**src/verilog/lsu_defs.svh**
```systemverilog
`ifndef LSU_DEFS_SVH
`define LSU_DEFS_SVH

// System clock and serial line rate
`define LSU_CLOCK_FREQ 50_000_000
`define LSU_BAUD_RATE 115_200

// Cycles per serial bit, 434 at the rates above
`define LSU_CLKS_PER_BIT (`LSU_CLOCK_FREQ / `LSU_BAUD_RATE)

// Word-address width of the data RAM, 16K words
`define LSU_DMEM_WORDS_LOG2 14

// MMIO window base, decoded on the top nibble
`define LSU_MMIO_BASE 32'h8000_0000

// MMIO register offsets, low address byte
// UART status, bit 0 tx ready, bit 1 rx valid
`define LSU_UART_CTRL 8'h00
// Received byte
`define LSU_UART_RX 8'h04
// Byte to send
`define LSU_UART_TX 8'h08
// Free-running cycle count
`define LSU_CYCLE_CNT 8'h10
// Any store here zeroes the cycle count
`define LSU_CYCLE_RST 8'h18

`endif
```
**src/verilog/lsu_pkg.sv**
```systemverilog
`default_nettype none

package lsu_pkg;

    // Data and address word
    typedef logic [31:0] word_t;

    // One enable per byte lane, bit i is lane i
    typedef logic [3:0] byte_mask_t;

    // Access size, same codes as the RISC-V funct3 field
    typedef enum logic [2:0] {
        SIZE_B  = 3'b000,
        SIZE_H  = 3'b001,
        SIZE_W  = 3'b010,
        SIZE_BU = 3'b100,
        SIZE_HU = 3'b101
    } mem_size_t;

    // Target of a request
    // DMEM when addr[31:30] is 00 and addr[28] is set
    // MMIO when the top nibble is 1000
    typedef enum logic [1:0] {
        REGION_NONE = 2'd0,
        REGION_DMEM = 2'd1,
        REGION_MMIO = 2'd2
    } region_t;

endpackage

`default_nettype wire

```
**src/verilog/store_align.sv**
```systemverilog
`timescale 1ns/1ps
`default_nettype none

module store_align (
    input  lsu_pkg::mem_size_t  size,
    input  logic [1:0]          offset,
    input  lsu_pkg::word_t      wdata,
    output lsu_pkg::byte_mask_t mask,
    output lsu_pkg::word_t      wdata_aligned
);
    import lsu_pkg::*;

    // Lane enables from size and low address bits
    always_comb begin
        case (size)
            // One lane, picked by the full offset
            SIZE_B:  mask = byte_mask_t'(4'b0001 << offset);
            // Lane pair, upper or lower half
            SIZE_H:  mask = offset[1] ? 4'b1100 : 4'b0011;
            SIZE_W:  mask = 4'b1111;
            // Unsigned codes are not store sizes, write nothing
            default: mask = 4'b0000;
        endcase
    end

    // Copy the low data into every lane
    // Whatever lanes the mask opens then carry the right bytes
    always_comb begin
        case (size)
            SIZE_B:  wdata_aligned = {4{wdata[7:0]}};
            SIZE_H:  wdata_aligned = {2{wdata[15:0]}};
            default: wdata_aligned = wdata;
        endcase
    end

endmodule

`default_nettype wire

```
**config.mk**
```make
export PLATFORM = sky130hd
export DESIGN_NAME = store_align
export DESIGN_NICKNAME = d
export VERILOG_FILES = /design/src/verilog/lsu_defs.svh /design/src/verilog/lsu_pkg.sv /design/src/verilog/store_align.sv
export SDC_FILE = /design/constraint.sdc
export NUM_CORES = 1
export LEC_CHECK = 0
export ABC_CLOCK_PERIOD_IN_PS = 900
export BUFFER_PORTS_ARGS = -buffer_cell sky130_fd_sc_hd__buf_4
export CAP_MARGIN = 20
export CORE_MARGIN = 5
export CORE_UTILIZATION = 29
export DETAILED_ROUTE_END_ITERATION = 10
export PLACE_DENSITY = 0.8
export SYNTH_ARGS = -nofsm -noshare
export SYNTH_HDL_FRONTEND = slang
export SYNTH_SLANG_ARGS = --single-unit
```
**constraint.sdc**
```tcl
create_clock -name vclk -period 0.9
set_input_delay 0.045 -clock vclk [all_inputs]
set_output_delay 0.045 -clock vclk [all_outputs]
set_load 0.01 [all_outputs]
```
# [Word level (Yosys, flattened, before mapping)]
# Index checks and enable logic that the tools add are counted.
[op_classes] shifts=1 n_eq_ne=2 n_mux=3 n_reduce_logical=1
[ops] operator="32-bit case mux with 2 select lines" n=1
[ops] operator="4-bit case mux with 3 select lines" n=1
[ops] operator="4-bit 2-to-1 mux" n=1
[ops] operator="1-bit by 2-bit << shifter with 4-bit output, first input constant" n=1
[ops] operator="3-bit by 1-bit == test with 1-bit output, second input constant" n=1
[ops] operator="3-bit by 2-bit == test with 1-bit output, second input constant" n=1
[ops] operator="3-bit logical NOT" n=1
[totals] reg_bits=0 output_inout_bits=36 elab_cells=7 input_bits=37

# [Longest topological paths before layout]
[depth] ltp_word=2 mapped_depth=5 mapped_depth_nobuf=3

# [Worst setup path after synthesis]
# Ideal clock, no wire load.
[synth_timing] kind="input -> output" startpoint="input size[1]" endpoint="output wdata_aligned[20]" setup_slack_ps=-36 cell_stages=4 t_arrival_ps=891 path_buffers=2 required_ps=855 path_cell_list="buf_6 nor2_4 buf_2 mux2_2"
[synth_between] elab_chain_cells=2 elab_cells_between_ends=3 cone_classes="eq/ne (1); mux (1); reduce/logical (1)"
[synth_rtl] element="start: declaration" line_no="store_align.sv:5" text="input lsu_pkg::mem_size_t size,"
[synth_rtl] element="3-bit by 1-bit == test with 1-bit output or 3-bit logical NOT (tied branches)" line_no="store_align.sv:29" text="case (size)"
[synth_rtl] element="32-bit case mux with 2 select lines (*)" line_no="store_align.sv:29"
[synth_rtl] element="end: declaration" line_no="store_align.sv:9" text="output lsu_pkg::word_t wdata_aligned"
# Mark *: on every way between the ends. The rest lies on a longest branch, timed or not.

# [Worst setup path after layout]
[layout_timing] startpoint="input size[0]" endpoint="output wdata_aligned[9]"
# Same word-level chain as after synthesis.

==> results.yml <==
worst_setup_path:
  crit_arrival_ns: 0.94
  slowest_delay_ns: 0.31
  cp-start-kind: "input pin"
  crit_chain: "buf_8 -> nor3_4 -> buf_6 -> mux2_4 -> buf_6"
  critPathSlowestCell: "mux2_4"
  crit_type: "input pin to output port"
  endpoint_kind: "output port"
  cp_max_fo: 4
  path_common_cell: "buf_6"
  required_ns: 0.85
timing:
  hold_violations: 0
  rsz0062_at_grt: "true"
  max_freq_mhz: 1020
  maxSlewViolCount: 0
  layout_min_cycle_time_ns: 0.982
  hold_slack_ns: 0.298
  setup_tns_ns: -0.877
  post-route-period-util_pct: 109
  finalSetupViolations: 18
  tightest_slew_ns: 0.239
  relSlewSlack_pct: 83.9
  fin_ws_ns: -0.0816
floorplanning:
  row_count: 15
  dieWidth_um: 51.6
  die_y_um: 51.6
  boundaryPins: 73
  die-area_um2: 2670
  core_area_um2: 1690
  initial_utilization_pct: 29.8
place:
  gp_congestion: 0.641
  place.port_buffers: 73
  postPlaceCellArea_um2: 1050
  dp_hpwl_um: 1830
cells_and_area:
  post-route-util_pct: 78.0
  nets: 178
  nFillCells: 111
  syn_to_final_growth_pct: 162
  clkbuf_count: 0
  drive_above_1_share_pct: 86.3
  n_antenna_cell: 0
  layout_common_cells: "buf_4 (58), buf_6 (24), mux2_4 (16)"
  regArea_um2: 0
  final_cell_area_um2: 1320
  final_common_cell: "buf_4"
  nFlopsAndLatches: 0
yosys:
  syn_inst: 66
  synth_nets: 103
  synth-xor-area-share_pct: 0
  synth-simple-area-share_pct: 14.2
  synth_mux_area_share_pct: 51.7
  synth_top_family_by_area: "multiplexers"
  ys_warn_count: 0
  synth-compound-area-share_pct: 15.4
  avgSynthCellArea_um2: 7.62
  synth_cell_types: 14
  synth-adder-area-share_pct: 0
  synth_area_um2: 503
  synth_seq_area_share_pct: 0
hold_path:
  min_path_cells: 2
  hold-path-endpoint: "wdata_aligned[5]"
  hold_path_class: "input pin to output port"
  hold_start: "wdata[5]"
drt:
  ant_nets: 0
  drt-wirelength-per-cell_um: 16.6
  drt_pre_antenna_iters: 2
  vias: 779
  wirelength_um: 2590
  avgViaCountPerCell: 4.99
  drt-initial-drc-count: 4
  drc_errors: 0
global_route:
  grt_usage_pct: 17.3
  grt_pass1_wl_um: 3680
  grt_overflow_total: 0
  antenna_found_initial: 0
  grt_pass1_vias: 843
  grt_max_degree: 13
pwr:
  total_power_uw: 765
  irDropWorstVdd_uv: 284
  power_density_nw_per_um2: 580
  leakagePower_nw: 0.683
status:
  violations: "setup timing"
  outcome: "complete, but fails checks"
flow_run:
  max-cap-violations: 0
cts:
  cts-hold-fix-buffers: 0
==> timing repair <==
| action | 4_1_cts | 5_1_grt |
|---|---|---|
| pin swaps | 2 | 2 |
| cloned | 1 | 0 |
| resized for setup | 41 | 24 |
| buffers inserted | 2 | 1 |
| setup endpoints to repair | 22 | 27 |
==> worst max-delay path, delay by kind of cell <==
kind	cells	cell delay [ns]
buffers and inverters	3	0.37
multiplexers	1	0.31
AND/OR/NAND/NOR	1	0.21
==> routing by layer <==
metal | part of all wire, % | global-route usage [%]
met5 | 0 | 0
met4 | 1.5 | 3.49
met3 | 7.2 | 2.87
met2 | 56 | 35.0
met1 | 35 | 18.2
==> cells by family after synthesis <==
| kind of cell | Yosys count |
|---|---|
| compound gates | 15 |
| buf+inv | 14 |
| mux | 24 |
| simple gates | 13 |
==> how the worst max path moves through the flow <==
stage	slack, ns	from	endpoint
after floorplan	0.008	size[1]	wdata_aligned[20]
after CTS	-0.09	size[0]	wdata_aligned[9]
after global routing	-0.11	size[0]	wdata_aligned[8]
after global placement	-0.14	size[2]	wdata_aligned[10]
final	-0.08	size[0]	wdata_aligned[9]
after detailed placement	-0.17	size[2]	wdata_aligned[9]
==> per-stage QoR <==
step	worst slack, ns	cells
final	-0.0816	156
after global routing	-0.113	156
after CTS	-0.0922	155
after detailed placement	-0.166	152
after global placement	-0.140	152
after floorplan	0.00828	66
==> synthesized netlist by cell type <==
| master | count | share of area (%) |
|---|---|---|
| nand2b_1 | 1 | 1.2 |
| buf_6 | 1 | 2.2 |
| inv_1 | 2 | 1.5 |
| mux2i_1 | 8 | 16 |
| buf_2 | 3 | 3.0 |
| nor2_1 | 10 | 7.5 |
| o21ai_0 | 2 | 2.0 |
| mux2_2 | 14 | 31 |
| a21oi_1 | 12 | 12 |
| buf_4 | 8 | 12 |
| mux2_1 | 2 | 4.5 |
| a21o_1 | 1 | 1.5 |
| nor2_4 | 1 | 2.2 |
| nor3_4 | 1 | 3.2 |
==> where the power goes <==
group / total, mW / switching (mW) / internal (mW) / leakage (nW)
combinational: 0.765 / 0.301 / 0.464 / 0.683
clock: 0 / 0 / 0 / 0
sequential: 0 / 0 / 0 / 0
==> layout make-up <==
cell class / instances / area, µm² / share of cell area, %
multi-input combinational: 52 / 538 / 40.8
tap: 17 / 21.3 / 1.61
inverter: 2 / 7.51 / 0.570
timing repair buffer: 85 / 751 / 57.0
Note: power is estimated with default switching activity, not from simulation.
