File: src/verilog/lsu_defs.svh
`ifndef LSU_DEFS_SVH
`define LSU_DEFS_SVH

// System clock and serial line rate
`define LSU_CLOCK_FREQ 50_000_000
`define LSU_BAUD_RATE 115_200

// Cycles per serial bit, 434 at the rates above
`define LSU_CLKS_PER_BIT (`LSU_CLOCK_FREQ / `LSU_BAUD_RATE)

// Word-address width of the data RAM, 16K words
`define LSU_DMEM_WORDS_LOG2 14

// MMIO window base, decoded on the top nibble
`define LSU_MMIO_BASE 32'h8000_0000

// MMIO register offsets, low address byte
// UART status, bit 0 tx ready, bit 1 rx valid
`define LSU_UART_CTRL 8'h00
// Received byte
`define LSU_UART_RX 8'h04
// Byte to send
`define LSU_UART_TX 8'h08
// Free-running cycle count
`define LSU_CYCLE_CNT 8'h10
// Any store here zeroes the cycle count
`define LSU_CYCLE_RST 8'h18

`endif
File: src/verilog/lsu_pkg.sv
`default_nettype none

package lsu_pkg;

    // Data and address word
    typedef logic [31:0] word_t;

    // One enable per byte lane, bit i is lane i
    typedef logic [3:0] byte_mask_t;

    // Access size, same codes as the RISC-V funct3 field
    typedef enum logic [2:0] {
        SIZE_B  = 3'b000,
        SIZE_H  = 3'b001,
        SIZE_W  = 3'b010,
        SIZE_BU = 3'b100,
        SIZE_HU = 3'b101
    } mem_size_t;

    // Target of a request
    // DMEM when addr[31:30] is 00 and addr[28] is set
    // MMIO when the top nibble is 1000
    typedef enum logic [1:0] {
        REGION_NONE = 2'd0,
        REGION_DMEM = 2'd1,
        REGION_MMIO = 2'd2
    } region_t;

endpackage

`default_nettype wire

File: src/verilog/mmio_regs.sv
`timescale 1ns/1ps
`default_nettype none

`include "lsu_defs.svh"

module mmio_regs (
    input  logic           clk,
    input  logic           rst,
    input  logic           sel,
    input  logic           store,
    input  logic [7:0]     offset,
    input  logic [7:0]     wbyte,
    input  logic           tx_ready,
    input  logic [7:0]     rx_data,
    input  logic           rx_valid,
    output logic [7:0]     tx_data,
    output logic           tx_valid,
    output logic           rx_ready,
    output lsu_pkg::word_t rdata
);
    import lsu_pkg::*;

    logic  is_load;
    logic  is_store;
    logic  cycle_clr;
    word_t cycle_cnt;
    word_t read_word;

    assign is_load  = sel && !store;
    assign is_store = sel && store;

    // TX register, write only
    // Dropped while the transmitter is busy, software polls status
    assign tx_data  = wbyte;
    assign tx_valid = is_store && (offset == `LSU_UART_TX) && tx_ready;

    // Reading the RX register consumes the byte
    assign rx_ready = is_load && (offset == `LSU_UART_RX);

    assign cycle_clr = is_store && (offset == `LSU_CYCLE_RST);

    // Free-running cycle counter
    always_ff @(posedge clk) begin
        if (rst || cycle_clr) begin
            cycle_cnt <= '0;
        end else begin
            cycle_cnt <= cycle_cnt + 32'd1;
        end
    end

    // Read mux
    always_comb begin
        case (offset)
            `LSU_UART_CTRL: read_word = {30'd0, rx_valid, tx_ready};
            // Full word, no extension
            `LSU_UART_RX:   read_word = {24'd0, rx_data};
            `LSU_CYCLE_CNT: read_word = cycle_cnt;
            // TX, reset address and holes read zero
            default:        read_word = '0;
        endcase
    end

    // One cycle of read latency, matches the RAM
    always_ff @(posedge clk) begin
        if (is_load) begin
            rdata <= read_word;
        end
    end

endmodule

`default_nettype wire

File: config.mk
export PLATFORM = sky130hd
export DESIGN_NAME = mmio_regs
export DESIGN_NICKNAME = d
export VERILOG_FILES = /design/src/verilog/lsu_pkg.sv /design/src/verilog/mmio_regs.sv
export VERILOG_INCLUDE_DIRS = /design/src /design/src/verilog
export SDC_FILE = /design/constraint.sdc
export NUM_CORES = 1
export LEC_CHECK = 0
export BUFFER_PORTS_ARGS = -buffer_cell sky130_fd_sc_hd__buf_4
export CORE_UTILIZATION = 30
export CTS_CLUSTER_DIAMETER = 40
export DETAILED_ROUTE_END_ITERATION = 10
export GPL_ROUTABILITY_DRIVEN = 0
export SLEW_MARGIN = 20
export SYNTH_ARGS = -nofsm -noshare
export SYNTH_HDL_FRONTEND = slang
export SYNTH_SLANG_ARGS = --single-unit
File: constraint.sdc
create_clock -name clk -period 2.4 [get_ports clk]
set_input_delay 0.12 -clock clk [delete_from_list [all_inputs] [get_ports clk]]
set_output_delay 0.12 -clock clk [all_outputs]
set_load 0.1 [all_outputs]
* Yosys cells after proc, flatten, opt, wreduce, memory -nomap -nowiden
Index checks and enable logic that the tools add are counted.
** Word-level totals
- Bits in registers :: 64
- Latch bits :: 0
- Bits in writable memories :: 0
- ROM bits :: 0
- Input bits :: 30
- Output and inout port bits :: 42
- Word-level logic and storage cells :: 17
- Memories :: 0
** Cells by class
- Add/subtract/negate cells :: 1
- Multipliers :: 0
- Div/mod/pow operators :: 0
- Order comparisons :: 0
- Eq/ne operators :: 4
- Shift-type cells :: 0
- Muxes and demuxes :: 1
- Bitwise gates (word level) :: 0
- Reductions and logical operators :: 9
** Operators by type and width (number)
- $pmux 32 s3 :: 1
- $add 32x1->32 const B :: 1
- $eq 8x5->1 const B :: 2
- $eq 8x3->1 const B :: 1
- $eq 8x4->1 const B :: 1
- $logic_not 8->1 :: 1
- $logic_and 1x1->1 :: 6
- $logic_not 1->1 :: 1
- $logic_or 1x1->1 :: 1

* Logic depth before layout (Yosys ltp)
- Depth after elaboration :: 3
- Depth in mapped cells :: 7
- Depth with buffers taken out :: 5

* Least setup slack after synthesis
OpenSTA, ideal clock, no wires.
- Path type :: input-to-output
- Start point :: in store
- End point :: out rx_ready
- Arrival :: 2.519 ns
- Data required time :: 2.280 ns
- Path slack :: -0.239 ns
- Stages :: 2
- Buffers on the path :: 0
- Cells stage by stage :: nor2b_1 and2_1
** On the way
- Longest elaborated chain between the ends :: 3
** RTL lines
- from (decl) :: RTL line mmio_regs.sv:10 : input logic store,
- $logic_not 1->1 :: RTL line mmio_regs.sv:29 : assign is_load = sel && !store;
- $logic_and 1x1->1 :: RTL line mmio_regs.sv:29
- $logic_and 1x1->1 :: RTL line mmio_regs.sv:38 : assign rx_ready = is_load && (offset == `LSU_UART_RX);
- to (decl) :: RTL line mmio_regs.sv:18 : output logic rx_ready,
Every way passes these cells.

* Worst setup path after layout
- Start point :: reg cycle_cnt[0]
- End point :: reg cycle_cnt[24]
** On the way
- Longest elaborated chain between the ends :: 1
** RTL lines
- from (decl) :: RTL line mmio_regs.sv:26 : word_t cycle_cnt;
- from (signal assigned) :: RTL line mmio_regs.sv:47 : cycle_cnt <= cycle_cnt + 32'd1;
- $add 32x1->32 :: RTL line mmio_regs.sv:47
Every way passes these cells.
A chain may end at the register's enable or synchronous reset.

==> impl_metrics.csv <==
group,metric,value,unit
worst_setup_path,startpoint_type,"flop",
cts,postCtsHoldBufs,0,
finish,final_cells,448,
synth,synthCells,262,
global_routing,grt_first_pass_wirelength,9690,µm
cts,cts_buffers,9,
power,clkPwrFrac,37.7,%
floorplan,die-height,99.7,µm
routing,routedWlPerCell,13.1,µm
global_routing,grt_use_total,12.7,%
cts,cts_tree,"yes",
floorplan,chipWidth,99.7,µm
timing,setup_tns,0,ns
worst_setup_path,worst_ep_arrival_time,2.19,ns
cts,cts_resized,0,
job,maxCapViolations,0,
worst_setup_path,r2r_slack,0.48,ns
worst_setup_path,critPathBufInv,0,
floorplan,io_pins,72,
synth,synthArstFlopShare,0,%
routing,vias,2165,
worst_setup_path,crit_path_end_kind,"flop",
finish,drive_gt1_share,25.1,%
finish,nets,345,
cts,htreeDepth,3,
synth,synth_area,2860,µm²
worst_setup_path,crit_cells,4,
floorplan,rows,35,
cts,clock_sinks,64,
cts,insertion_delay,0.34,ns
power,switching_power,0.000565,W
placement,portBuffers,55,
synth,synth-seq-cells,64,
timing,worst_pin_slew,0.619,ns
floorplan,start_util,31.0,%
timing,setup_ws,0.482,ns
power,vdd_drop_max,0.000204,V
synth,synth_top_cells_by_count,"32 x dfxtp_1, 32 x edfxtp_1, 25 x and2_1",
worst_setup_path,critPathRequiredTime,2.67,ns
synth,synth_cell_types,37,
worst_setup_path,r2r-end,"cycle_cnt[24]$_SDFF_PP0_",
synth,synth_nets,293,
timing,fmax,521,MHz
routing,drc,0,
routing,drt_iter0_drc,89,
finish,synthToLayoutAreaGrowth,24.5,%
min_path,holdPathStages,2,
cts,cts_root_buf,"clkbuf_8",
min_path,min_path_type,"input pin to flop",
global_routing,grt_pass1_vias,2052,
timing,report.final.slew_viol_count,0,
floorplan,coreArea,9240,µm²
cts,cts.path.max_buffers,2,
min_path,holdCritStartpoint,"rx_data[2]",
worst_setup_path,timing.rr.start,"cycle_cnt[0]$_SDFF_PP0_",
finish,regArea,1600,µm²
power,comb_power_share,10.2,%
routing,routed_wl,5860,µm
worst_setup_path,worstPathCellList,"ha_1 -> nand3_1 -> or4_1 -> a21oi_1",
global_routing,overflow,0,
timing,setup_violations,0,
worst_setup_path,endpoint,"cycle_cnt[24]$_SDFF_PP0_",
timing,relSlewSlack,58.5,%
power,seqPwrFrac,52.1,%
worst_setup_path,crit_family,"simple AND/OR/NAND/NOR gates",
timing,period_minus_slack,1.92,ns
timing,fin_crit_sh,79.9,%
timing,finalHoldViolCount,0,
synth,yosysSeqAreaShare,56.0,%
synth,ys.flop_type,"edfxtp_1",
routing,viasPerCell,4.83,
status,status,"finished clean",
routing,antenna_left,0,
floorplan,die-area,9930,µm²
worst_setup_path,crit_type,"flop to flop",
synth,synth_edf_count,32,
global_routing,grt_max_degree,31,
routing,drtPass1Iterations,4,
worst_setup_path,cp_slowest_cell,"or4_1",
synth,ys.warnings.count,0,
worst_setup_path,crit_start,"cycle_cnt[0]$_SDFF_PP0_",
power,p_leak,1.26,nW
finish,multi_input_area,1120,µm²
finish,antenna_cells,0,
timing,clock-skew-final,0.00730,ns
power,power.density,633,nW/µm²
synth,synth_top_area_share,33.6,%
cts,cts.clk_slew.worst_paths,0.07,ns
timing,grt_setup_unrepaired,"false",
placement,preCtsSetupSlack,0.500,ns
global_routing,antenna_found_initial,0,
placement,dp.cells,432,
cts,cts_post_setup_buffers_inserted,0,
power,p_int,0.00169,W
worst_setup_path,max_stage_delay,0.65,ns
worst_setup_path,critPathMaxFanout,15,
worst_setup_path,reg2regPathDepth,4,
synth,synth_area_leaders,"edfxtp_1 34%, dfxtp_1 22%, and2_1 5.5%",
placement,hpwl,4020,µm
synth,yosys.area.top_type,"edfxtp_1",
power,swShare,25.1,%
finish,nFillCells,898,
synth,syn_area_per_cell,10.9,µm²
==> worst min path at each step <==
| stage | end | slack, ns |
|---|---|---|
| 2_1_floorplan | rdata[2]$_DFFE_PP_ | 0.32 |
| 3_3_place_gp | tx_data[0] | 0.24 |
| 3_5_place_dp | tx_data[0] | 0.24 |
| 4_1_cts | rdata[2]$_DFFE_PP_ | 0.06 |
| 5_1_grt | rdata[4]$_DFFE_PP_ | 0.06 |
| 6_report | rdata[2]$_DFFE_PP_ | 0.07 |
==> cell type report <==
type / instances / share of cell area [%]
repair buffers: 61 / 13.6
clock inverters: 6 / 1.40
clock buffers: 10 / 3.58
inverters: 4 / 0.421
multi-input cells: 174 / 31.6
flip-flops and latches: 64 / 44.9
well taps: 129 / 4.53
==> routing by layer <==
metal | up-vias | share of wire, % | global-route usage (%) | routed length [µm]
met5 | - | 0 | 0 | 0
met4 | 0 | 2.2 | 7.13 | 131
met3 | 12 | 3.0 | 3.23 | 178
met2 | 41 | 49 | 20.7 | 2900
met1 | 1040 | 45 | 15.2 | 2650
li1 | 1072 | - | - | -
==> kinds of logic (layout without fill, tap and decap cells) <==
logic type / count (synthesis) / after routing / synth area share, %
multiplexers: 2 / 2 / 0.700
buffers and inverters: 24 / 81 / 4.81
AO/OA/AOI/OAI: 39 / 39 / 9.01
adder cells (fa/ha/maj): 1 / 1 / 0.437
XOR/XNOR: 15 / 15 / 4.59
flip-flops: 64 / 64 / 56.0
AND/OR/NAND/NOR: 117 / 117 / 24.5
==> state kept, by name (all words and copies together) (netlist names) <==
name	flops
rdata	32
cycle_cnt	32
==> power by group through the flow <==
stage | Combinational, W | Clock (W) | Sequential (W)
floorplan | 0.0000958 | 0 | 0.00132
global placement | 0.000229 | 0 | 0.00120
detailed placement | 0.000230 | 0 | 0.00120
CTS | 0.000231 | 0.000876 | 0.00118
global route | 0.000239 | 0.000926 | 0.00118
finish | 0.000229 | 0.000851 | 0.00118
==> layout by cell type (no fill, tap or decap), drive strengths merged, types with 7 or more instances in the layout <==
master / synthesis / final
and2: 25 / 25
nand3: 13 / 13
nand4: 10 / 10
clkbuf: 5 / 10
xnor2: 10 / 10
edfxtp: 32 / 32
o31ai: 8 / 8
a21oi: 15 / 15
nand2: 7 / 7
dfxtp: 32 / 32
and4: 7 / 7
nor2: 22 / 22
or4: 9 / 9
buf: 15 / 61
==> through the flow <==
| step | utilization, % | total power [W] | hold slack [ns] | area (µm²) |
|---|---|---|---|---|
| final | 38.6 | 0.00226 | 0.0711 | 3560 |
| after global routing | 38.6 | 0.00234 | 0.0631 | 3560 |
| after CTS | 38.6 | 0.00228 | 0.0593 | 3560 |
| after detailed placement | 36.6 | 0.00143 | 0.241 | 3390 |
| after global placement | 36.6 | 0.00143 | 0.241 | 3390 |
| after floorplan | - | 0.00142 | 0.322 | 2860 |
Note: power is estimated with default switching activity, not from simulation.
