[src/verilog/lsu_defs.svh]
`ifndef LSU_DEFS_SVH
`define LSU_DEFS_SVH

// System clock and serial line rate
`define LSU_CLOCK_FREQ 50_000_000
`define LSU_BAUD_RATE 115_200

// Cycles per serial bit, 434 at the rates above
`define LSU_CLKS_PER_BIT (`LSU_CLOCK_FREQ / `LSU_BAUD_RATE)

// Word-address width of the data RAM, 16K words
`define LSU_DMEM_WORDS_LOG2 14

// MMIO window base, decoded on the top nibble
`define LSU_MMIO_BASE 32'h8000_0000

// MMIO register offsets, low address byte
// UART status, bit 0 tx ready, bit 1 rx valid
`define LSU_UART_CTRL 8'h00
// Received byte
`define LSU_UART_RX 8'h04
// Byte to send
`define LSU_UART_TX 8'h08
// Free-running cycle count
`define LSU_CYCLE_CNT 8'h10
// Any store here zeroes the cycle count
`define LSU_CYCLE_RST 8'h18

`endif
[src/verilog/uart_tx.sv]
`timescale 1ns/1ps
`default_nettype none

`include "lsu_defs.svh"

module uart_tx (
    input  logic       clk,
    input  logic       rst,
    input  logic [7:0] tx_data,
    input  logic       tx_valid,
    output logic       tx_ready,
    output logic       serial_out
);
    localparam int clks_per_bit = `LSU_CLKS_PER_BIT;
    localparam int cnt_w = $clog2(clks_per_bit);

    logic             busy;
    logic             start;
    logic             bit_done;
    logic [cnt_w-1:0] bit_cnt;
    // Bits still to put on the line after the current one
    logic [3:0]       bits_left;
    // Data bits then the stop bit, LSB goes out next
    logic [8:0]       shift;

    assign tx_ready = !busy;
    // Requests while busy are dropped
    assign start    = tx_valid && !busy;
    assign bit_done = busy && (bit_cnt == cnt_w'(clks_per_bit - 1));

    always_ff @(posedge clk) begin
        if (rst) begin
            busy       <= 1'b0;
            serial_out <= 1'b1;
            bit_cnt    <= '0;
            bits_left  <= 4'd0;
        end else if (start) begin
            // Start bit goes out right away
            busy       <= 1'b1;
            serial_out <= 1'b0;
            bit_cnt    <= '0;
            bits_left  <= 4'd9;
        end else if (bit_done) begin
            bit_cnt <= '0;
            if (bits_left == 4'd0) begin
                // Stop bit done, line already idles high
                busy <= 1'b0;
            end else begin
                serial_out <= shift[0];
                bits_left  <= bits_left - 4'd1;
            end
        end else if (busy) begin
            bit_cnt <= bit_cnt + 1'b1;
        end
    end

    // Frame shifter
    always_ff @(posedge clk) begin
        if (start) begin
            shift <= {1'b1, tx_data};
        end else if (bit_done) begin
            shift <= {1'b1, shift[8:1]};
        end
    end

endmodule

`default_nettype wire

[config.mk]
export PLATFORM = sky130hd
export DESIGN_NAME = uart_tx
export DESIGN_NICKNAME = d
export VERILOG_FILES = /design/src/verilog/uart_tx.sv
export VERILOG_INCLUDE_DIRS = /design/src /design/src/verilog
export SDC_FILE = /design/constraint.sdc
export NUM_CORES = 1
export LEC_CHECK = 0
export ABC_AREA = 0
export ABC_CLOCK_PERIOD_IN_PS = 2000
export BUFFER_PORTS_ARGS = -buffer_cell sky130_fd_sc_hd__buf_4
export CORE_MARGIN = 1.5
export CORE_UTILIZATION = 50
export DETAILED_ROUTE_END_ITERATION = 6
export PLACE_DENSITY = 0.7
export SYNTH_ARGS = -nofsm -noshare
export SYNTH_HDL_FRONTEND = slang
export SYNTH_SLANG_ARGS = --single-unit
[constraint.sdc]
create_clock -name clk -period 2 [get_ports clk]
set_input_delay 0.1 -clock clk [delete_from_list [all_inputs] [get_ports clk]]
set_output_delay 0.1 -clock clk [all_outputs]
set_load 0.01 [all_outputs]
# After elaboration in Yosys (flattened, before gate mapping)
# Index checks and enable logic that the tools add are counted.
[op_classes]
reduce_logical = 11
addsub = 2
n_bitwise = 1
n_eq_ne = 2
muxes = 11
[ops]
columns = ["op", "n"]
rows = [
  ["two-way mux 8 bit", 2],
  ["two-way mux 4 bit", 3],
  ["adder 9 x 1 -> 9 bit (second input constant)", 1],
  ["equality test 9 bit (second input constant)", 1],
  ["two-way mux 1 bit", 6],
  ["AND reduction 2 bit", 3],
  ["zero test 4 bit", 1],
  ["nonzero test 2 bit", 2],
  ["subtractor 4 x 1 -> 4 bit (second input constant)", 1],
  ["OR reduction 3 bit", 1],
  ["logical AND 1 bit", 2],
  ["inequality test 2 bit (second input constant)", 1],
  ["OR reduction 2 bit", 1],
  ["zero test 1 bit", 1],
  ["NOT 1 bit", 1],
]
[word_totals]
reg_bits = 23
elab_cells = 33
inputBits = 11

# Logic depth before layout (Yosys ltp)
# Gate-level depths: netlist of run 1.
[depth]
ltp_word = 4
depth_mapped = 7

# Worst setup path after synthesis of run 1
# OpenSTA, ideal clock, no wires.
[synth_path]
kind = "register to register"
start = "register bit_cnt[0]"
end = "register bits_left[1]"
setup_ns = 0.103
required_time_ns = 1.897
stages_incl_launch_ff = 6
t_arrival_ns = 1.643
slack_ns = 0.253
path_cell_list = "dfxtp_1 -> ha_1 -> or3b_4 -> nor4_4 -> nor2_1 -> a2111oi_2"
[synth_via]
elab_chain_cells = 3
[synth_rtl]
columns = ["element", "line_no", "text"]
rows = [
  ["start: declaration", "uart_tx.sv:20", "logic [cnt_w-1:0] bit_cnt;"],
  ["start signal: assignment", "uart_tx.sv:53", "bit_cnt <= bit_cnt + 1'b1;"],
  ["equality test 9 bit", "uart_tx.sv:29", "assign bit_done = busy && (bit_cnt == cnt_w'(clks_per_bit - 1));"],
  ["logical AND 1 bit", "uart_tx.sv:29", ""],
  ["AND reduction 2 bit (no source line)", "-", ""],
  ["end signal: assignment", "uart_tx.sv:50", "bits_left <= bits_left - 4'd1;"],
  ["end: declaration", "uart_tx.sv:22", "logic [3:0] bits_left;"],
]
# Every way passes these cells.
# A chain may end at the register's enable or synchronous reset.

# Worst setup path in the final report of run 1
[layout_path]
start = "register bit_cnt[0]"
end = "register shift[3], enable pin"
[layout_via]
elab_chain_cells = 3
[layout_rtl]
columns = ["element", "line_no", "text"]
rows = [
  ["equality test 9 bit", "uart_tx.sv:29", ""],
  ["logical AND 1 bit", "uart_tx.sv:29", ""],
  ["nonzero test 2 bit (no source line)", "-", ""],
  ["end signal: assignment", "uart_tx.sv:60", "shift <= {1'b1, tx_data};"],
  ["end signal: assignment", "uart_tx.sv:62", "shift <= {1'b1, shift[8:1]};"],
  ["end: declaration", "uart_tx.sv:24", "logic [8:0] shift;"],
]
# Every way passes these cells.

==> key figures, run 1 <==
Detailed routing
  • Drt via density: 5.16
  • Drt first pass iters: 4
  • Antenna-violating nets left: 0
  • Vias post-DR: ~720
  • Residual DRC: 0
  • Initial DRC Count: 8
  • Routed WL per cell: 11.8 um
  • WL final: 1660 um

STA
  • Final TNS setup: 0 ns
  • Worst slew pin tran: 0.444 ns
  • Relative slew slack: 70.3%
  • Final hold vios: 0
  • Max Slew Vio Count: 0
  • Final Skew: 0.00197 ns
  • Final worst path period share: 91.9%
  • Unrepaired setup endpoints after global routing: false
  • Final setup fails: 0
  • Fmax: 544 MHz
  • Min Clock Period, post-route: 1.84 ns

Place
  • Routability cong.: 0.768
  • Port Buffers: 12
  • Hpwl dp: 1230 um
  • Placed cell areas: 0.00118 mm2
  • Placed cell count: 135

Global routing
  • Antenna violations before repair: 0
  • Largest net degree at the start of global routing: 16
  • GRT Total Usage: between 10% and 20%
  • Global-route wire length before repair: between 3000 and 4000 um
  • GR Overflow Total: 0
  • Vias in the first global route: just over 700

Layout
  • # nets final: 128
  • Design area: 0.00122 mm2
  • Non-filler cells, final: 140
  • Layout filler cell count: 175
  • N_diodes: 0
  • Reg area: 541 um2
  • Final Util: 61.5%
  • Syn-to-layout area delta: 15.5%
  • Share of cells above drive strength 1: 28.3%
  • Area occupied by multi-input gates: 472 um2

CTS
  • Number of CTS-inserted buffers: 3
  • Worst-path clk slew: 0.13 ns
  • Clock latency on the worst-skew pair: around 0.31 ns
  • Postcts setup bufs: 0
  • TritonCTS Sinks: 23
  • Post-cts sizing count: 0
  • CTS tree: done
  • Htree depth: 1
  • Root buf cell: clkbuf_4
  • Clock buffer depth: 2

Critical path
  • Crit path capture type: register
  • CP Max Fanout: 8
  • Crit Path Class: register to register
  • CP startpoint: bit_cnt[0]$_SDFFE_PP0P_
  • Reg-to-reg startpoint: bit_cnt[0]$_SDFFE_PP0P_
  • WP data required: 2.02 ns
  • Crit-path cells: ha_1, or3b_4, nor3_1, buf_4, or2_2
  • Critical path's slowest cell: dfxtp_1
  • CP Data Arrival Time: 1.86 ns
  • Startpoint type of the worst setup path: register
  • Max incr delay on CP: 0.41 ns

Worst hold path
  • Worst Hold Class: primary input to register
  • Min-delay src: tx_data[7]

Synthesis
  • Yosys reg bits: 23
  • Post-synthesis sequential area ratio: approximately half
  • Post-synth top area cell: dfxtp_1
  • Synth warn: 0
  • Post-synthesis net count: 110
  • Share of the synthesized area in the top cell type: 28.5%
  • Synth Instances: 96
  • Top area cells in the synthesized netlist: dfxtp_1, edfxtp_1, mux2_2, nor2_1, xnor2_1
  • Post-Syn Area per Cell: 11.0 um2
  • Synth unique cells: 29
  • Syn Std Cell Area: 0.00105 mm2

Power
  • Power density over cell area: 679 mW/mm2
  • Peak VDD IR: around 0.42 mV
  • Leak Pwr: 0.445 nW

Floorplanning
  • Die width: between 40 and 50 um
  • Starting Density: 53.2%
  • IO Count: 13
  • Die height: about 49 um
  • FP Rows: 16
  • Die area: 0.00239 mm2
  • Core ar.: 0.00198 mm2

Run
  • Total of max-cap violations: 0

Outcome
  • Status: complete, no violations
-- placed cells by master (no fill, tap or decap) --
master,Yosys,final
dlygate4sd3_1,0,1
nor4_1,1,1
xnor2_1,5,5
and4b_1,1,1
clkbuf_4,0,3
a211oi_1,3,3
edfxtp_1,8,8
o21bai_1,1,1
dfxtp_1,15,15
nor2_1,14,14
and3_2,1,1
mux2i_1,1,1
or3b_4,1,1
buf_4,0,16
nand4_1,2,2
a32o_1,1,1
ha_1,3,3
nor2b_1,1,1
nor3_1,7,7
clkinv_2,0,1
nor3b_1,1,1
or2_2,1,1
mux2_2,7,7
nand4b_1,1,1
nand2_1,6,6
inv_1,4,4
nor4_4,1,1
xor2_1,3,3
a2111oi_2,1,1
nand2b_1,2,2
-- final cells by class --
class	instances	area share, %
clock buffer	3	1.85
inverter	4	1.23
sequential	23	44.4
timing repair buffer	17	10.7
tap	27	2.77
clock inverter	1	0.411
multi-input combinational	65	38.7
-- registers in the layout, summed over array words and instances (netlist names) --
name	count
bit_cnt	9
shift	8
bits_left	4
busy	1
serial_out	1
-- metrics by stage --
stage	power, mW	hold WS [ns]	setup WS [ns]
after floorplan	0.590	0.173	0.253
after global placement	0.619	0.326	0.269
after detailed placement	0.622	0.328	0.194
after global routing	0.873	0.0437	0.0115
after CTS	0.833	0.0395	0.146
final	0.827	0.0430	0.162
-- kinds of logic (layout without fill, tap and decap cells) --
kind of cell	Yosys count	count (layout)	share of synthesized area, %
AND/OR/NAND/NOR	40	40	20.9
flip-flops	23	23	51.2
XOR/XNOR	8	8	6.64
multiplexers	8	8	8.42
buffers and inverters	8	25	4.03
AO/OA/AOI/OAI	6	6	5.22
adder cells (fa/ha/maj)	3	3	3.56
-- what timing repair did --
action	4_1_cts	5_1_grt
hold buffers	1	0
endpoints found under the hold margin	4	0
endpoints found under the setup margin	0	0
-- cells in the mapped netlist --
master and count:
a32o_1 1, nand2_1 6, edfxtp_1 8, buf_2 2, xor2_1 3, inv_1 4, a211oi_1 3, nor4_4 1
clkbuf_1 1, nand4b_1 1, xnor2_1 5, o21bai_1 1, mux2_2 7, nor4_1 1, or3b_4 1, clkbuf_8 1
dfxtp_1 15, nor2b_1 1, nor3_1 7, mux2i_1 1, a2111oi_2 1, and4b_1 1, and3_2 1, nor2_1 14
nor3b_1 1, nand2b_1 2, nand4_1 2, ha_1 3, or2_2 1
-- critical path: cells and delay by family, from the launching register on --
kind / cells / cell delay (ns)
adder cells (fa/ha/maj): 1 / 0.17
buffers and inverters: 1 / 0.17
flip-flops: 1 / 0.41
AND/OR/NAND/NOR: 3 / 0.80
-- final timing paths --
path,end,slack [ns],cells past startpoint
max,shift[3]$_DFFE_PP_,0.16,5
min,shift[7]$_SDFFCE_PN1P_,0.04,2
max reg2reg,shift[3]$_DFFE_PP_,0.16,5
min reg2reg,bits_left[0]$_SDFFE_PP0P_,0.52,1
-- layer usage --
layer,track usage [%],part of all wire (%),up-vias
met4,5.71,0.91,0
met1,22.6,51,337
met5,0,0,-
met3,3.99,3.0,2
met2,26.3,45,9
li1,-,-,375
-- report_power, final --
part | internal [mW] | total [mW] | switching, mW
combinational | 0.0515 | 0.0940 | 0.0426
sequential | 0.507 | 0.519 | 0.0119
clock | 0.0746 | 0.214 | 0.140
total | 0.633 | 0.827 | 0.194
(Power assumes the default switching activity.)
==> run 2: changes to the inputs <==
--- a/config.mk
+++ b/config.mk
@@ -9,6 +9,7 @@
 export ABC_AREA = 0
 export ABC_CLOCK_PERIOD_IN_PS = 2000
 export BUFFER_PORTS_ARGS = -buffer_cell sky130_fd_sc_hd__buf_4
+export CORE_ASPECT_RATIO = 1.4
 export CORE_MARGIN = 1.5
 export CORE_UTILIZATION = 50
 export DETAILED_ROUTE_END_ITERATION = 6
==> key figures, run 2 (synthesis gave the netlist of run 1 again) <==
STA
  • Max Slew Vio Count: 0 (unchanged)
  • Worst slew pin tran: 0.480 ns (was 0.444 ns)
  • Final Skew: 0.0103 ns (was 0.00197 ns)
  • Relative slew slack: 68.0% (was 70.3%)
  • Final worst path period share: 91.2% (was 91.9%)
  • Final TNS setup: 0 ns (unchanged)
  • Unrepaired setup endpoints after global routing: false (unchanged)
  • Fmax: 548 MHz (was 544 MHz)
  • Final hold vios: 0 (unchanged)
  • Final setup fails: 0 (unchanged)
  • Min Clock Period, post-route: 1.82 ns (was 1.84 ns)

CTS
  • Postcts setup bufs: 0 (unchanged)
  • Clock buffer depth: 2 (unchanged)
  • Post-cts sizing count: 0 (unchanged)
  • Root buf cell: clkbuf_4 (unchanged)
  • TritonCTS Sinks: 23 (unchanged)
  • CTS tree: done (unchanged)
  • Htree depth: 1 (unchanged)
  • Worst-path clk slew: 0.12 ns (was 0.13 ns)
  • Hold buffers post-CTS: 1 (unchanged)
  • Clock latency on the worst-skew pair: 0.31 ns (about the same)
  • Number of CTS-inserted buffers: 3 (unchanged)

Power
  • Tot Pwr: 0.821 mW (was 0.827 mW)
  • Peak VDD IR: 0.495 mV (was 0.419 mV)
  • Leak Pwr: 0.447 nW (was 0.445 nW)
  • Power density over cell area: 674 mW/mm2 (was 679 mW/mm2)

Critical path
  • Crit Path Class: register to register (unchanged)
  • Crit path capture type: register (unchanged)
  • Worst R2R End: bits_left[1]$_SDFFE_PP0P_ (was shift[3]$_DFFE_PP_)
  • Critical path endpoint: bits_left[1]$_SDFFE_PP0P_ (was shift[3]$_DFFE_PP_)
  • CP startpoint: bit_cnt[0]$_SDFFE_PP0P_ (unchanged)
  • Reg-to-reg startpoint: bit_cnt[0]$_SDFFE_PP0P_ (unchanged)
  • R2R setup slack: 0.18 ns (was 0.16 ns)
  • WP data required: 2.22 ns (was 2.02 ns)
  • CP Data Arrival Time: 2.05 ns (was 1.86 ns)
  • CP Max Fanout: 5 (was 8)
  • Reg2reg path depth: 5 (unchanged)
  • Startpoint type of the worst setup path: register (unchanged)

Worst hold path
  • Hold Path Stages: 2 (unchanged)
  • Worst Hold Class: primary input to register (unchanged)

Detailed routing
  • Routed WL per cell: 12.4 um (was 11.8 um)
  • Initial DRC Count: 10 (was 8)
  • Drt first pass iters: 6 (was 4)
  • Vias post-DR: 726 (was 723)
  • Residual DRC: 0 (unchanged)
  • WL final: 1670 um (was 1660 um)
  • Antenna-violating nets left: 0 (unchanged)
  • Drt via density: 5.38 (was 5.16)

Global routing
  • Largest net degree at the start of global routing: 13 (was 16)
  • Vias in the first global route: 718 (was 707)
  • GR Overflow Total: 0 (unchanged)
  • Antenna violations before repair: 0 (unchanged)
  • GRT Total Usage: 16.4% (was 16.7%)
  • Global-route wire length before repair: 2970 um (was 3100 um)

Place
  • Routability cong.: 0.734 (was 0.768)
  • Hpwl dp: 1290 um (was 1230 um)
  • Port Buffers: 12 (unchanged)
  • Placed cell areas: 0.00118 mm2 (unchanged)

Floorplanning
  • Die width: 41.8 um (was 48.9 um)
  • FP Rows: 19 (was 16)
  • Starting Density: 53.5% (was 53.2%)
  • IO Count: 13 (unchanged)
  • Core ar.: 0.00197 mm2 (was 0.00198 mm2)
  • Die area: 0.00240 mm2 (was 0.00239 mm2)
  • Die height: 57.3 um (was 48.9 um)

Layout
  • Share of cells above drive strength 1: 28.1% (was 28.3%)
  • # nets final: 129 (was 128)
  • Register with the most flip-flops: bit_cnt (unchanged)
  • Top Registers: bit_cnt (9), shift (8), bits_left (4) (unchanged)
  • Syn-to-layout area delta: 15.4% (was 15.5%)
  • Layout filler cell count: 177 (was 175)
  • N_diodes: 0 (unchanged)
  • Most frequent cells in the layout: buf_4, dfxtp_1, nor2_1, edfxtp_1 (unchanged)
  • Largest register FFs: 9 (unchanged)
  • Most common cell after layout, fill and taps aside: buf_4 (unchanged)
  • Design area: 0.00122 mm2 (about the same)

Run
  • Total of max-cap violations: 0 (unchanged)

Outcome
  • Status: complete, no violations (unchanged)
run 2: cell types whose count changed in the layout (fill, tap and decap cells not counted):
| cell | delta |
|---|---|
| buf_4 | +1 |
| clkbuf_1 | +1 |
| clkinv_2 | -1 |
run 2: layer usage:
layer / global-route usage (%) / up-vias / routed length (um)
li1: - / 376 / -
met1: 19.4 / 330 / 743
met2: 28.6 / 15 / 829
met3: 2.22 / 5 / 63
met4: 8.29 / 0 / 36
met5: 0 / - / 0
run 2: worst min-delay path by stage:
stage          startpoint                         to  slack (ns)
3_3_place_gp          rst  bits_left[0]$_SDFFE_PP0P_        0.32
4_1_cts        tx_data[7]     shift[7]$_SDFFCE_PN1P_        0.06
2_1_floorplan         rst  bits_left[0]$_SDFFE_PP0P_        0.17
5_1_grt          tx_valid          busy$_SDFFE_PP0P_        0.07
6_report       tx_data[7]     shift[7]$_SDFFCE_PN1P_        0.07
3_5_place_dp          rst          busy$_SDFFE_PP0P_        0.32
run 2: worst max-delay path: stages (launching register included):
cell       delay [ns]
dfxtp_1          0.42
ha_1             0.16
or3b_4           0.39
nor4_4           0.36
nor2_1           0.09
a2111oi_2        0.32
run 2: final cells by class:
class                   count  area (um2)  share of cell area (%)
well taps                  21        26.3                    2.16
clock buffers               4        26.3                    2.16
repair buffers             18         138                    11.3
flip-flops and latches     23         541                    44.4
multi-input cells          65         472                    38.7
inverters                   4        15.0                    1.23
run 2: metrics by stage:
step           utilization, %  hold WS [ns]  std cells  setup slack [ns]
6_report                 61.7        0.0650        135             0.176
5_1_grt                  61.7        0.0681        135            0.0433
4_1_cts                  61.7        0.0564        135             0.166
3_5_place_dp             59.9         0.320        130             0.201
3_3_place_gp             59.9         0.315        130             0.260
2_1_floorplan               -         0.173         96             0.253
run 2: power by group:
group | switching, mW | internal (mW) | total [mW]
Combinational | 0.0442 | 0.0531 | 0.0973
Sequential | 0.0107 | 0.507 | 0.517
Clock | 0.128 | 0.0779 | 0.206
