==> src/verilog/lsu_defs.svh <==
`ifndef LSU_DEFS_SVH
`define LSU_DEFS_SVH

// System clock and serial line rate
`define LSU_CLOCK_FREQ 50_000_000
`define LSU_BAUD_RATE 115_200

// Cycles per serial bit, 434 at the rates above
`define LSU_CLKS_PER_BIT (`LSU_CLOCK_FREQ / `LSU_BAUD_RATE)

// Word-address width of the data RAM, 16K words
`define LSU_DMEM_WORDS_LOG2 14

// MMIO window base, decoded on the top nibble
`define LSU_MMIO_BASE 32'h8000_0000

// MMIO register offsets, low address byte
// UART status, bit 0 tx ready, bit 1 rx valid
`define LSU_UART_CTRL 8'h00
// Received byte
`define LSU_UART_RX 8'h04
// Byte to send
`define LSU_UART_TX 8'h08
// Free-running cycle count
`define LSU_CYCLE_CNT 8'h10
// Any store here zeroes the cycle count
`define LSU_CYCLE_RST 8'h18

`endif
==> src/verilog/lsu_pkg.sv <==
`default_nettype none

package lsu_pkg;

    // Data and address word
    typedef logic [31:0] word_t;

    // One enable per byte lane, bit i is lane i
    typedef logic [3:0] byte_mask_t;

    // Access size, same codes as the RISC-V funct3 field
    typedef enum logic [2:0] {
        SIZE_B  = 3'b000,
        SIZE_H  = 3'b001,
        SIZE_W  = 3'b010,
        SIZE_BU = 3'b100,
        SIZE_HU = 3'b101
    } mem_size_t;

    // Target of a request
    // DMEM when addr[31:30] is 00 and addr[28] is set
    // MMIO when the top nibble is 1000
    typedef enum logic [1:0] {
        REGION_NONE = 2'd0,
        REGION_DMEM = 2'd1,
        REGION_MMIO = 2'd2
    } region_t;

endpackage

`default_nettype wire

==> src/verilog/load_extend.sv <==
`timescale 1ns/1ps
`default_nettype none

module load_extend (
    input  logic               clk,
    input  logic               rst,
    input  logic               capture,
    input  lsu_pkg::mem_size_t size,
    input  logic [1:0]         offset,
    input  lsu_pkg::word_t     ram_word,
    output lsu_pkg::word_t     value
);
    import lsu_pkg::*;

    mem_size_t  size_q;
    logic [1:0] offset_q;
    logic [7:0] byte_sel;
    logic [15:0] half_sel;

    // Hold the access shape until the RAM word shows up
    always_ff @(posedge clk) begin
        if (rst) begin
            size_q   <= SIZE_W;
            offset_q <= 2'b00;
        end else if (capture) begin
            size_q   <= size;
            offset_q <= offset;
        end
    end

    // Addressed byte and half of the returned word
    assign byte_sel = ram_word[8*offset_q +: 8];
    assign half_sel = offset_q[1] ? ram_word[31:16] : ram_word[15:0];

    always_comb begin
        case (size_q)
            // Signed, copy the top bit of the field
            SIZE_B:  value = {{24{byte_sel[7]}}, byte_sel};
            SIZE_H:  value = {{16{half_sel[15]}}, half_sel};
            // Unsigned, pad with zeros
            SIZE_BU: value = {24'h000000, byte_sel};
            SIZE_HU: value = {16'h0000, half_sel};
            // Full word passes through
            default: value = ram_word;
        endcase
    end

endmodule

`default_nettype wire

==> config.mk <==
export PLATFORM = sky130hd
export DESIGN_NAME = load_extend
export DESIGN_NICKNAME = d
export VERILOG_FILES = /design/src/verilog/lsu_defs.svh /design/src/verilog/lsu_pkg.sv /design/src/verilog/load_extend.sv
export SDC_FILE = /design/constraint.sdc
export NUM_CORES = 1
export LEC_CHECK = 0
export ABC_AREA = 1
export BUFFER_PORTS_ARGS = -buffer_cell sky130_fd_sc_hd__buf_4
export CORE_MARGIN = 3
export CORE_UTILIZATION = 42
export DETAILED_ROUTE_END_ITERATION = 8
export HOLD_SLACK_MARGIN = 0.06
export PLACE_DENSITY = 0.87
export SYNTH_ARGS = -nofsm -noshare
export SYNTH_HDL_FRONTEND = slang
export SYNTH_SLANG_ARGS = --single-unit
==> constraint.sdc <==
create_clock -name clk -period 1.5 [get_ports clk]
set_input_delay 0.225 -clock clk [delete_from_list [all_inputs] [get_ports clk]]
set_output_delay 0.225 -clock clk [all_outputs]
set_load 0.03 [all_outputs]
==> results of run 1 <==
-- Yosys cell counts (2+ instances only) --
cell and instances:
sky130_fd_sc_hd__a21oi_1 4, sky130_fd_sc_hd__or2_1 3, sky130_fd_sc_hd__nand2_2 5, sky130_fd_sc_hd__nand3_2 2, sky130_fd_sc_hd__buf_6 6, sky130_fd_sc_hd__nand3_1 40
sky130_fd_sc_hd__nor2_1 10, sky130_fd_sc_hd__a22oi_1 7, sky130_fd_sc_hd__clkbuf_1 2, sky130_fd_sc_hd__inv_2 2, sky130_fd_sc_hd__o21ai_0 5, sky130_fd_sc_hd__inv_1 21
sky130_fd_sc_hd__nand2_1 88, sky130_fd_sc_hd__buf_4 3, sky130_fd_sc_hd__dfxtp_1 5, sky130_fd_sc_hd__or2_2 4
-- through the flow --
step | setup WS, ns | instances | TNS [ns] | cell area (µm²)
detailed placement | -0.04830 | 312 | -0.4503 | 1672
floorplan | 0.1181 | 214 | 0 | 1099
global placement | -0.01377 | 312 | -0.1623 | 1672
CTS | -0.2046 | 323 | -4.763 | 2090
-- cells by family after synthesis --
logic type | after synthesis | share of synthesized area
simple gates | 156 | 0.6321
buf+inv | 37 | 0.1879
compound gates | 16 | 0.08883
flops | 5 | 0.09112
-- what timing repair did --
item / in CTS
gates resized for setup: 81
setup buffers: 5
endpoints found under the setup margin: 32
cloned: 2
pin swaps: 4
==> impl_metrics.toml, run 1 <==
[status]
outcome = "aborted with a tool error"
stage_at_which_the_run_stopped = "global routing (5_1_grt)"
error_line = "[ERROR DPL-0038] Utilization greater than 100%, impossible to legalize"

[logic_synthesis]
yosys_warnings = 0
mappedNetlistArea_um2 = 1099
synth_flop_cell = "sky130_fd_sc_hd__dfxtp_1"
synth_top_cell_by_area = "sky130_fd_sc_hd__nand2_1"
postSynthCellCount = 214
synth_cell_types = 23
synth_largest_type_area_fraction = 0.3007
post_synth_main_area_contributors = "sky130_fd_sc_hd__nand2_1 (30%), sky130_fd_sc_hd__nand3_1 (18%), sky130_fd_sc_hd__dfxtp_1 (9.1%), sky130_fd_sc_hd__inv_1 (7.2%), sky130_fd_sc_hd__buf_6 (6.2%)"
post_synth.cell_area_avg_um2 = 5.133
synth_nets = 254
async_flop_share = 0
synth.yosys.seq_area_share = 0.09112
synth_seq_cells = 5
synth_enable_flop_cells = 0

[global_route]
grt_start_max_net_pins = 21

[clock_tree]
cts.sink_count = 5
cts_hold_buf = 0
clock_tree.htree_level_count = 1
cts.path.max_buffers = 2
clock_tree.root_cell = "sky130_fd_sc_hd__clkbuf_4"
numCtsBuffers = 3

[floorplan]
die_height_um = 57.14
initial_core_utilization = 0.4695
ios = 72
die_width_um = 57.14
rows = 17

[timing]
globalroute.repair_timing.worst_endpoint = "value[4]"
worst_ep_type = "output port"

[placed_design]
place_hpwl_mm = 2.697
port_buffers = 71
gp_congestion = 0.8868
==> run 2, diff against run 1 <==
Settings changed: CORE_UTILIZATION 42 to 30, HOLD_SLACK_MARGIN 0.06 to default, PLACE_DENSITY 0.87 to default, PLACE_DENSITY_LB_ADDON from default to 0.15.
==> impl_metrics.toml, run 2 <==
[status]
outcome = "finished, violations left"
failing_checks = "negative setup slack"

[pwr]
p_per_area_nw_per_um2 = 587.9
power_frac_seq = 0.111
pwr-share-comb = 0.703
internal_power_mw = 0.7848
max-vdd-ir-drop_v = 0.0003759
power.share.switching = 0.4411
p_clk_frac = 0.186
p_sw_mw = 0.6194
static-leakage-power_nw = 1.351
finalPower_mw = 1.404

[floorplan]
ios = 72
rows = 21
die_height_um = 66.52
initial_core_utilization = 0.3192
design.core.area_um2 = 3442
die_area_um2 = 4424
die_width_um = 66.52

[detailed_routing]
routed-via-count = 1743
postRouteWirelength_mm = 4.836
routed-wl-met3_um = 347
drt_wl_cell_um = 13.74
drtIter0Drc = 107
antenna_left = 0
vias_per_cell = 4.952
routed.top_layer = "met4"
routed-wl-met2_mm = 2.421
first_pass_iters = 4
wirelength_met1_mm = 2.002
post-route-drc-count = 0

[logic_synthesis]
yosys_warnings = 0
synth_seq_cells = 5
synth.top_cells.by_count = "sky130_fd_sc_hd__nand2_1 (88), sky130_fd_sc_hd__nand3_1 (40), sky130_fd_sc_hd__inv_1 (21)"
synth.yosys.seq_area_share = 0.09112
synth_cell_types = 23
synth_top_cell_by_area = "sky130_fd_sc_hd__nand2_1"
synth_nets = 254
async_flop_share = 0
postSynthCellCount = 214
synth_enable_flop_cells = 0
post_synth_main_area_contributors = "sky130_fd_sc_hd__nand2_1 (30%), sky130_fd_sc_hd__nand3_1 (18%), sky130_fd_sc_hd__dfxtp_1 (9.1%), sky130_fd_sc_hd__inv_1 (7.2%), sky130_fd_sc_hd__buf_6 (6.2%)"
post_synth.cell_area_avg_um2 = 5.133
synth_flop_cell = "sky130_fd_sc_hd__dfxtp_1"
synth_largest_type_area_fraction = 0.3007
synth_most_common_cell = "sky130_fd_sc_hd__nand2_1"
mappedNetlistArea_um2 = 1099

[global_route]
antenna_violations_before_repair = 0
wire_length_of_the_first_global_routing_pass_mm = 7.527
grt_pass1_vias = 1713
overflow = 0
grt_util_all_layers = 0.2136
grt_start_max_net_pins = 20

[clock_tree]
cts_tree = "built"
numCtsBuffers = 3
cts_hold_buf = 0
worst_skew_pair_latency_ns = 0.22
clock_tree.htree_level_count = 1
clk_pin_slew_ns = 0.04
cts.path.max_buffers = 2
clock_tree.root_cell = "sky130_fd_sc_hd__clkbuf_8"
cts.sink_count = 5

[critical_path]
worstPathMaxFanout = 5
critPathRequiredTime_ns = 1.27
critical_path.endpoint_type = "primary output"
worst-setup-path-type = "flop to primary output"
timing.critical_path.from_type = "flop"
cp_data_arrival_time_ns = 1.49
r2r_cells = 4

[timing]
timing.slew.headroom = 0.8123
grt_setup_unrepaired = "yes"
finalHoldViolations = 0
worst_slew_pin_slew_ns = 0.2800
achievable-frequency_ghz = 0.5831
crit_path_setup_slack_layout_ns = -0.2148
worst_clock_skew_ns = 0
slew_violations = 0
finalCritPeriodShare = 1.143
timing.final.setup_violations = 31
fin_crit_ns = 1.715

[flow_run]
max-cap-violations = 0

[final_layout]
nNetsFinal = 347
registers.top_by_ff_count = "size_q"
registers_with_the_highest_flip_flop_counts = "size_q: 3 flops, offset_q: 2 flops"
area_growth_syn_to_layout_pct = 117.4
fraction_of_final_layout_cells_sized_beyond_drive_strength_1 = 0.5359
final_core_util = 0.6939
layout.cells.most_common = "sky130_fd_sc_hd__nand2_1"
final_cell_mix = "sky130_fd_sc_hd__nand2_1 (76), sky130_fd_sc_hd__buf_4 (58), sky130_fd_sc_hd__buf_6 (33)"
diodes = 0
largest_register_ff_count = 3
post-route-cell-area_um2 = 2389

[worst_hold_path]
hold_path_class = "input pin to flop"
whs_path_depth = 3

[placed_design]
place_hpwl_mm = 3.006
placed_cell_area_um2 = 1719
port_buffers = 71
gp_congestion = 0.8660
==> run 2: layer usage <==
metal / track usage / vias to the layer above
met5: 0 / -
met4: 0.07360 / 0
met3: 0.02698 / 9
met2: 0.3668 / 79
met1: 0.2716 / 795
li1: - / 860
==> run 2: final timing paths <==
kind	slack, ns	from	endpoint
worst max register to register	0.60	offset_q[1]$_SDFFE_PP0P_	offset_q[1]$_SDFFE_PP0P_
worst min register to register	0.58	size_q[2]$_SDFFE_PP0P_	size_q[2]$_SDFFE_PP0P_
worst min-delay path	0.20	rst	size_q[1]$_SDFFE_PP1P_
worst max-delay path	-0.21	offset_q[1]$_SDFFE_PP0P_	value[18]
==> run 2: metrics by stage <==
stage / TNS (ns) / std cells / hold WS, ns / setup WS (ns)
2_1_floorplan: 0 / 214 / 0.3247 / 0.1181
3_3_place_gp: -0.005537 / 330 / 0.4284 / -0.005537
3_5_place_dp: -0.07997 / 330 / 0.4290 / -0.03635
4_1_cts: -5.460 / 345 / 0.1937 / -0.1953
5_1_grt: -7.491 / 352 / 0.2165 / -0.2673
6_report: -5.535 / 352 / 0.2005 / -0.2148
==> run 2: repair_timing <==
item | CTS | global route
endpoints found under the setup margin | 32 | 32
pin swaps | 9 | 5
cloned | 3 | 0
resized for setup | 87 | 18
setup buffers | 9 | 7
==> run 2: logic make-up (layout without fill, tap and decap cells) <==
logic type             after synthesis  after routing  share of synthesized area
AO/OA/AOI/OAI                       16             16                    0.08883
AND/OR/NAND/NOR                    156            156                     0.6321
flip-flops                           5              5                    0.09112
buffers and inverters               37            129                     0.1879
==> run 2: final cells by class <==
class	instances	area [µm²]
Fill cell	299	1054
Tap cell	46	57.56
Sequential cell	5	106.4
Clock buffer	4	45.04
Multi-Input combinational cell	172	1067
Timing Repair Buffer	100	999.7
Inverter	25	112.6
==> run 2: worst max-delay path: stages (launching register included) <==
cell	delay, ns
sky130_fd_sc_hd__dfxtp_2	0.34
sky130_fd_sc_hd__buf_12	0.14
sky130_fd_sc_hd__inv_16	0.04
sky130_fd_sc_hd__nand2_4	0.05
sky130_fd_sc_hd__nand3_2	0.06
sky130_fd_sc_hd__nand2_2	0.10
sky130_fd_sc_hd__nand2_4	0.06
sky130_fd_sc_hd__buf_6	0.14
sky130_fd_sc_hd__buf_12	0.14
sky130_fd_sc_hd__nand3_2	0.06
sky130_fd_sc_hd__buf_6	0.13
==> run 2: power by group through the flow <==
stage               Sequential (mW)  Clock, mW  Combinational [mW]
finish                        0.156      0.261               0.987
global route                  0.157      0.276                1.05
floorplan                     0.149          0               0.450
CTS                           0.155      0.264               0.930
global placement              0.156          0               0.736
detailed placement            0.156          0               0.735
Power figures use the tool's default switching activity.
==> run 3, diff against run 2 <==
Settings changed: ABC_AREA 1 to default, CORE_AREA from default to 3 3 64 66, CORE_MARGIN 3 to default, CORE_UTILIZATION 30 to default, DIE_AREA from default to 0 0 67 69.
==> impl_metrics.toml, run 3 <==
[final_layout]
registers.top_by_ff_count = "size_q"
multi_input_combinational_cell_area_um2 = 945.9
final_core_util = 0.5368
area_growth_syn_to_layout_pct = 114.1
final_cell_mix = "sky130_fd_sc_hd__buf_4 (79), sky130_fd_sc_hd__nor2b_1 (24), sky130_fd_sc_hd__o21ai_1 (13)"
seqCellArea_um2 = 107.6
diodes = 0
largest_register_ff_count = 3
layout.cells.most_common = "sky130_fd_sc_hd__buf_4"
registers_with_the_highest_flip_flop_counts = "size_q: 3 flops, offset_q: 2 flops"
filler_cells_inserted = 356
fraction_of_final_layout_cells_sized_beyond_drive_strength_1 = 0.6364
post-route-cell-area_um2 = 1951
nNetsFinal = 250

[critical_path]
timing.critical_path.from_type = "flop"
critPathRequiredTime_ns = 1.27
worstPathMaxFanout = 3
critical_path.endpoint_type = "primary output"
worst-setup-path-type = "flop to primary output"
cp_data_arrival_time_ns = 1.71

[logic_synthesis]
synth_top_cell_by_area = "sky130_fd_sc_hd__nor2b_1"
synth_seq_cells = 5
synth_enable_flop_cells = 0
synth_flop_cell = "sky130_fd_sc_hd__dfxtp_1"
synth_nets = 167
post_synth.cell_area_avg_um2 = 7.172
mappedNetlistArea_um2 = 910.9
synth_cell_types = 26
synth.top_cells.by_count = "sky130_fd_sc_hd__nor2b_1 (26), sky130_fd_sc_hd__o21ai_0 (15), sky130_fd_sc_hd__mux2i_1 (11)"
postSynthCellCount = 127
yosys_warnings = 0
synth.yosys.seq_area_share = 0.1099
synth_most_common_cell = "sky130_fd_sc_hd__nor2b_1"
post_synth_main_area_contributors = "sky130_fd_sc_hd__nor2b_1 (18%), sky130_fd_sc_hd__mux2i_1 (12%), sky130_fd_sc_hd__dfxtp_1 (11%), sky130_fd_sc_hd__o21ai_0 (8.2%), sky130_fd_sc_hd__a221oi_1 (6.7%)"
synth_largest_type_area_fraction = 0.1786
async_flop_share = 0

[timing]
worst_slew_pin_slew_ns = 0.3376
achievable-frequency_ghz = 0.5169
fin_crit_ns = 1.935
crit_path_setup_slack_layout_ns = -0.4346
slew_violations = 0
timing.slew.headroom = 0.7747
finalHoldViolations = 0
finalCritPeriodShare = 1.290
grt_setup_unrepaired = "yes"
timing.final.setup_violations = 32
worst_clock_skew_ns = 0

[floorplan]
rows = 22
ios = 72
initial_core_utilization = 0.2507
die_area_um2 = 4623
die_height_um = 69
design.core.area_um2 = 3633
die_width_um = 67

[placed_design]
placed_cell_area_um2 = 1703
gp_congestion = 0.8175
port_buffers = 71
place_hpwl_mm = 3.014

[detailed_routing]
antenna_left = 0
post-route-drc-count = 0
drt_wl_cell_um = 15.74
first_pass_iters = 6
vias_per_cell = 5.097
drtIter0Drc = 84
postRouteWirelength_mm = 4.045
routed-via-count = 1310

[global_route]
grt_pass1_vias = 1394
grt_start_max_net_pins = 25
wire_length_of_the_first_global_routing_pass_mm = 6.630
overflow = 0
antenna_violations_before_repair = 0
grt_util_all_layers = 0.1777

[clock_tree]
cts.path.max_buffers = 2
cts_tree = "built"
worst_skew_pair_latency_ns = 0.22
clock_tree.htree_level_count = 1
clk_pin_slew_ns = 0.04
cts.sink_count = 5
clock_tree.root_cell = "sky130_fd_sc_hd__clkbuf_8"
numCtsBuffers = 3
cts_hold_buf = 0

[pwr]
p_per_area_nw_per_um2 = 657.2
max-vdd-ir-drop_v = 0.0005218
static-leakage-power_nw = 0.8305

[status]
outcome = "finished, violations left"
failing_checks = "negative setup slack"

[flow_run]
max-cap-violations = 0

[worst_hold_path]
hold_path_class = "input pin to flop"
-- run 3: worst max-delay path: stages (launching register included) --
cell and delay, ns:
sky130_fd_sc_hd__dfxtp_2 0.34, sky130_fd_sc_hd__mux4_2 0.52, sky130_fd_sc_hd__nor3b_2 0.17, sky130_fd_sc_hd__a221o_2 0.31, sky130_fd_sc_hd__buf_6 0.14
-- run 3: cell type report --
cell class                      count  area share
Multi-Input combinational cell    105      0.4849
Tap cell                           48     0.03079
Timing Repair Buffer               92      0.4003
Inverter                            3    0.005773
Clock buffer                        4     0.02309
Sequential cell                     5     0.05516
-- run 3: timing repair --
item,CTS,global route
setup buffers,0,1
setup endpoints to repair,32,32
pin swaps,13,3
gates resized for setup,33,8
gates cloned,1,0
-- run 3: path summary, 6_finish.rpt --
kind                            startpoint                  endpoint  slack [ns]  cells past startpoint
setup / recovery  offset_q[1]$_SDFFE_PP0P_                  value[7]       -0.43                      4
hold / removal                         rst  offset_q[0]$_SDFFE_PP0P_        0.19                      2
setup reg to reg    size_q[1]$_SDFFE_PP1P_    size_q[1]$_SDFFE_PP1P_        0.54                      3
hold reg to reg     size_q[2]$_SDFFE_PP0P_    size_q[2]$_SDFFE_PP0P_        0.58                      2
-- run 3: per-stage QoR --
stage	power (mW)	hold slack (ns)	worst slack, ns	setup TNS [ns]	instances
after floorplan	0.6271	0.2900	-0.1302	-3.031	127
after global placement	0.9426	0.4216	-0.1716	-3.469	251
after detailed placement	0.9524	0.4259	-0.2019	-3.726	251
after CTS	1.272	0.1899	-0.4225	-10.06	256
after global routing	1.352	0.1957	-0.4614	-11.63	257
final	1.282	0.1919	-0.4346	-9.990	257
-- run 3: cells by family after synthesis --
group | Yosys count | synth area share
buffers and inverters | 17 | 0.09752
DFF | 5 | 0.1099
and+or+nand+nor | 42 | 0.2555
AOI/OAI and AO/OA | 50 | 0.3791
muxes | 13 | 0.1580
-- run 3: layer usage --
metal,vias to the layer above,GRT usage,wire [µm]
li1,641,-,-
met1,607,0.2142,1631
met2,56,0.3035,2022
met3,6,0.03420,337
met4,0,0.06532,53
met5,-,0,0
-- run 3: power by group --
part / leakage [nW] / switching (mW) / internal [mW]
Combinational: 0.765 / 0.474 / 0.403
Clock: 0.0228 / 0.0689 / 0.183
Sequential: 0.0425 / 0.0106 / 0.143
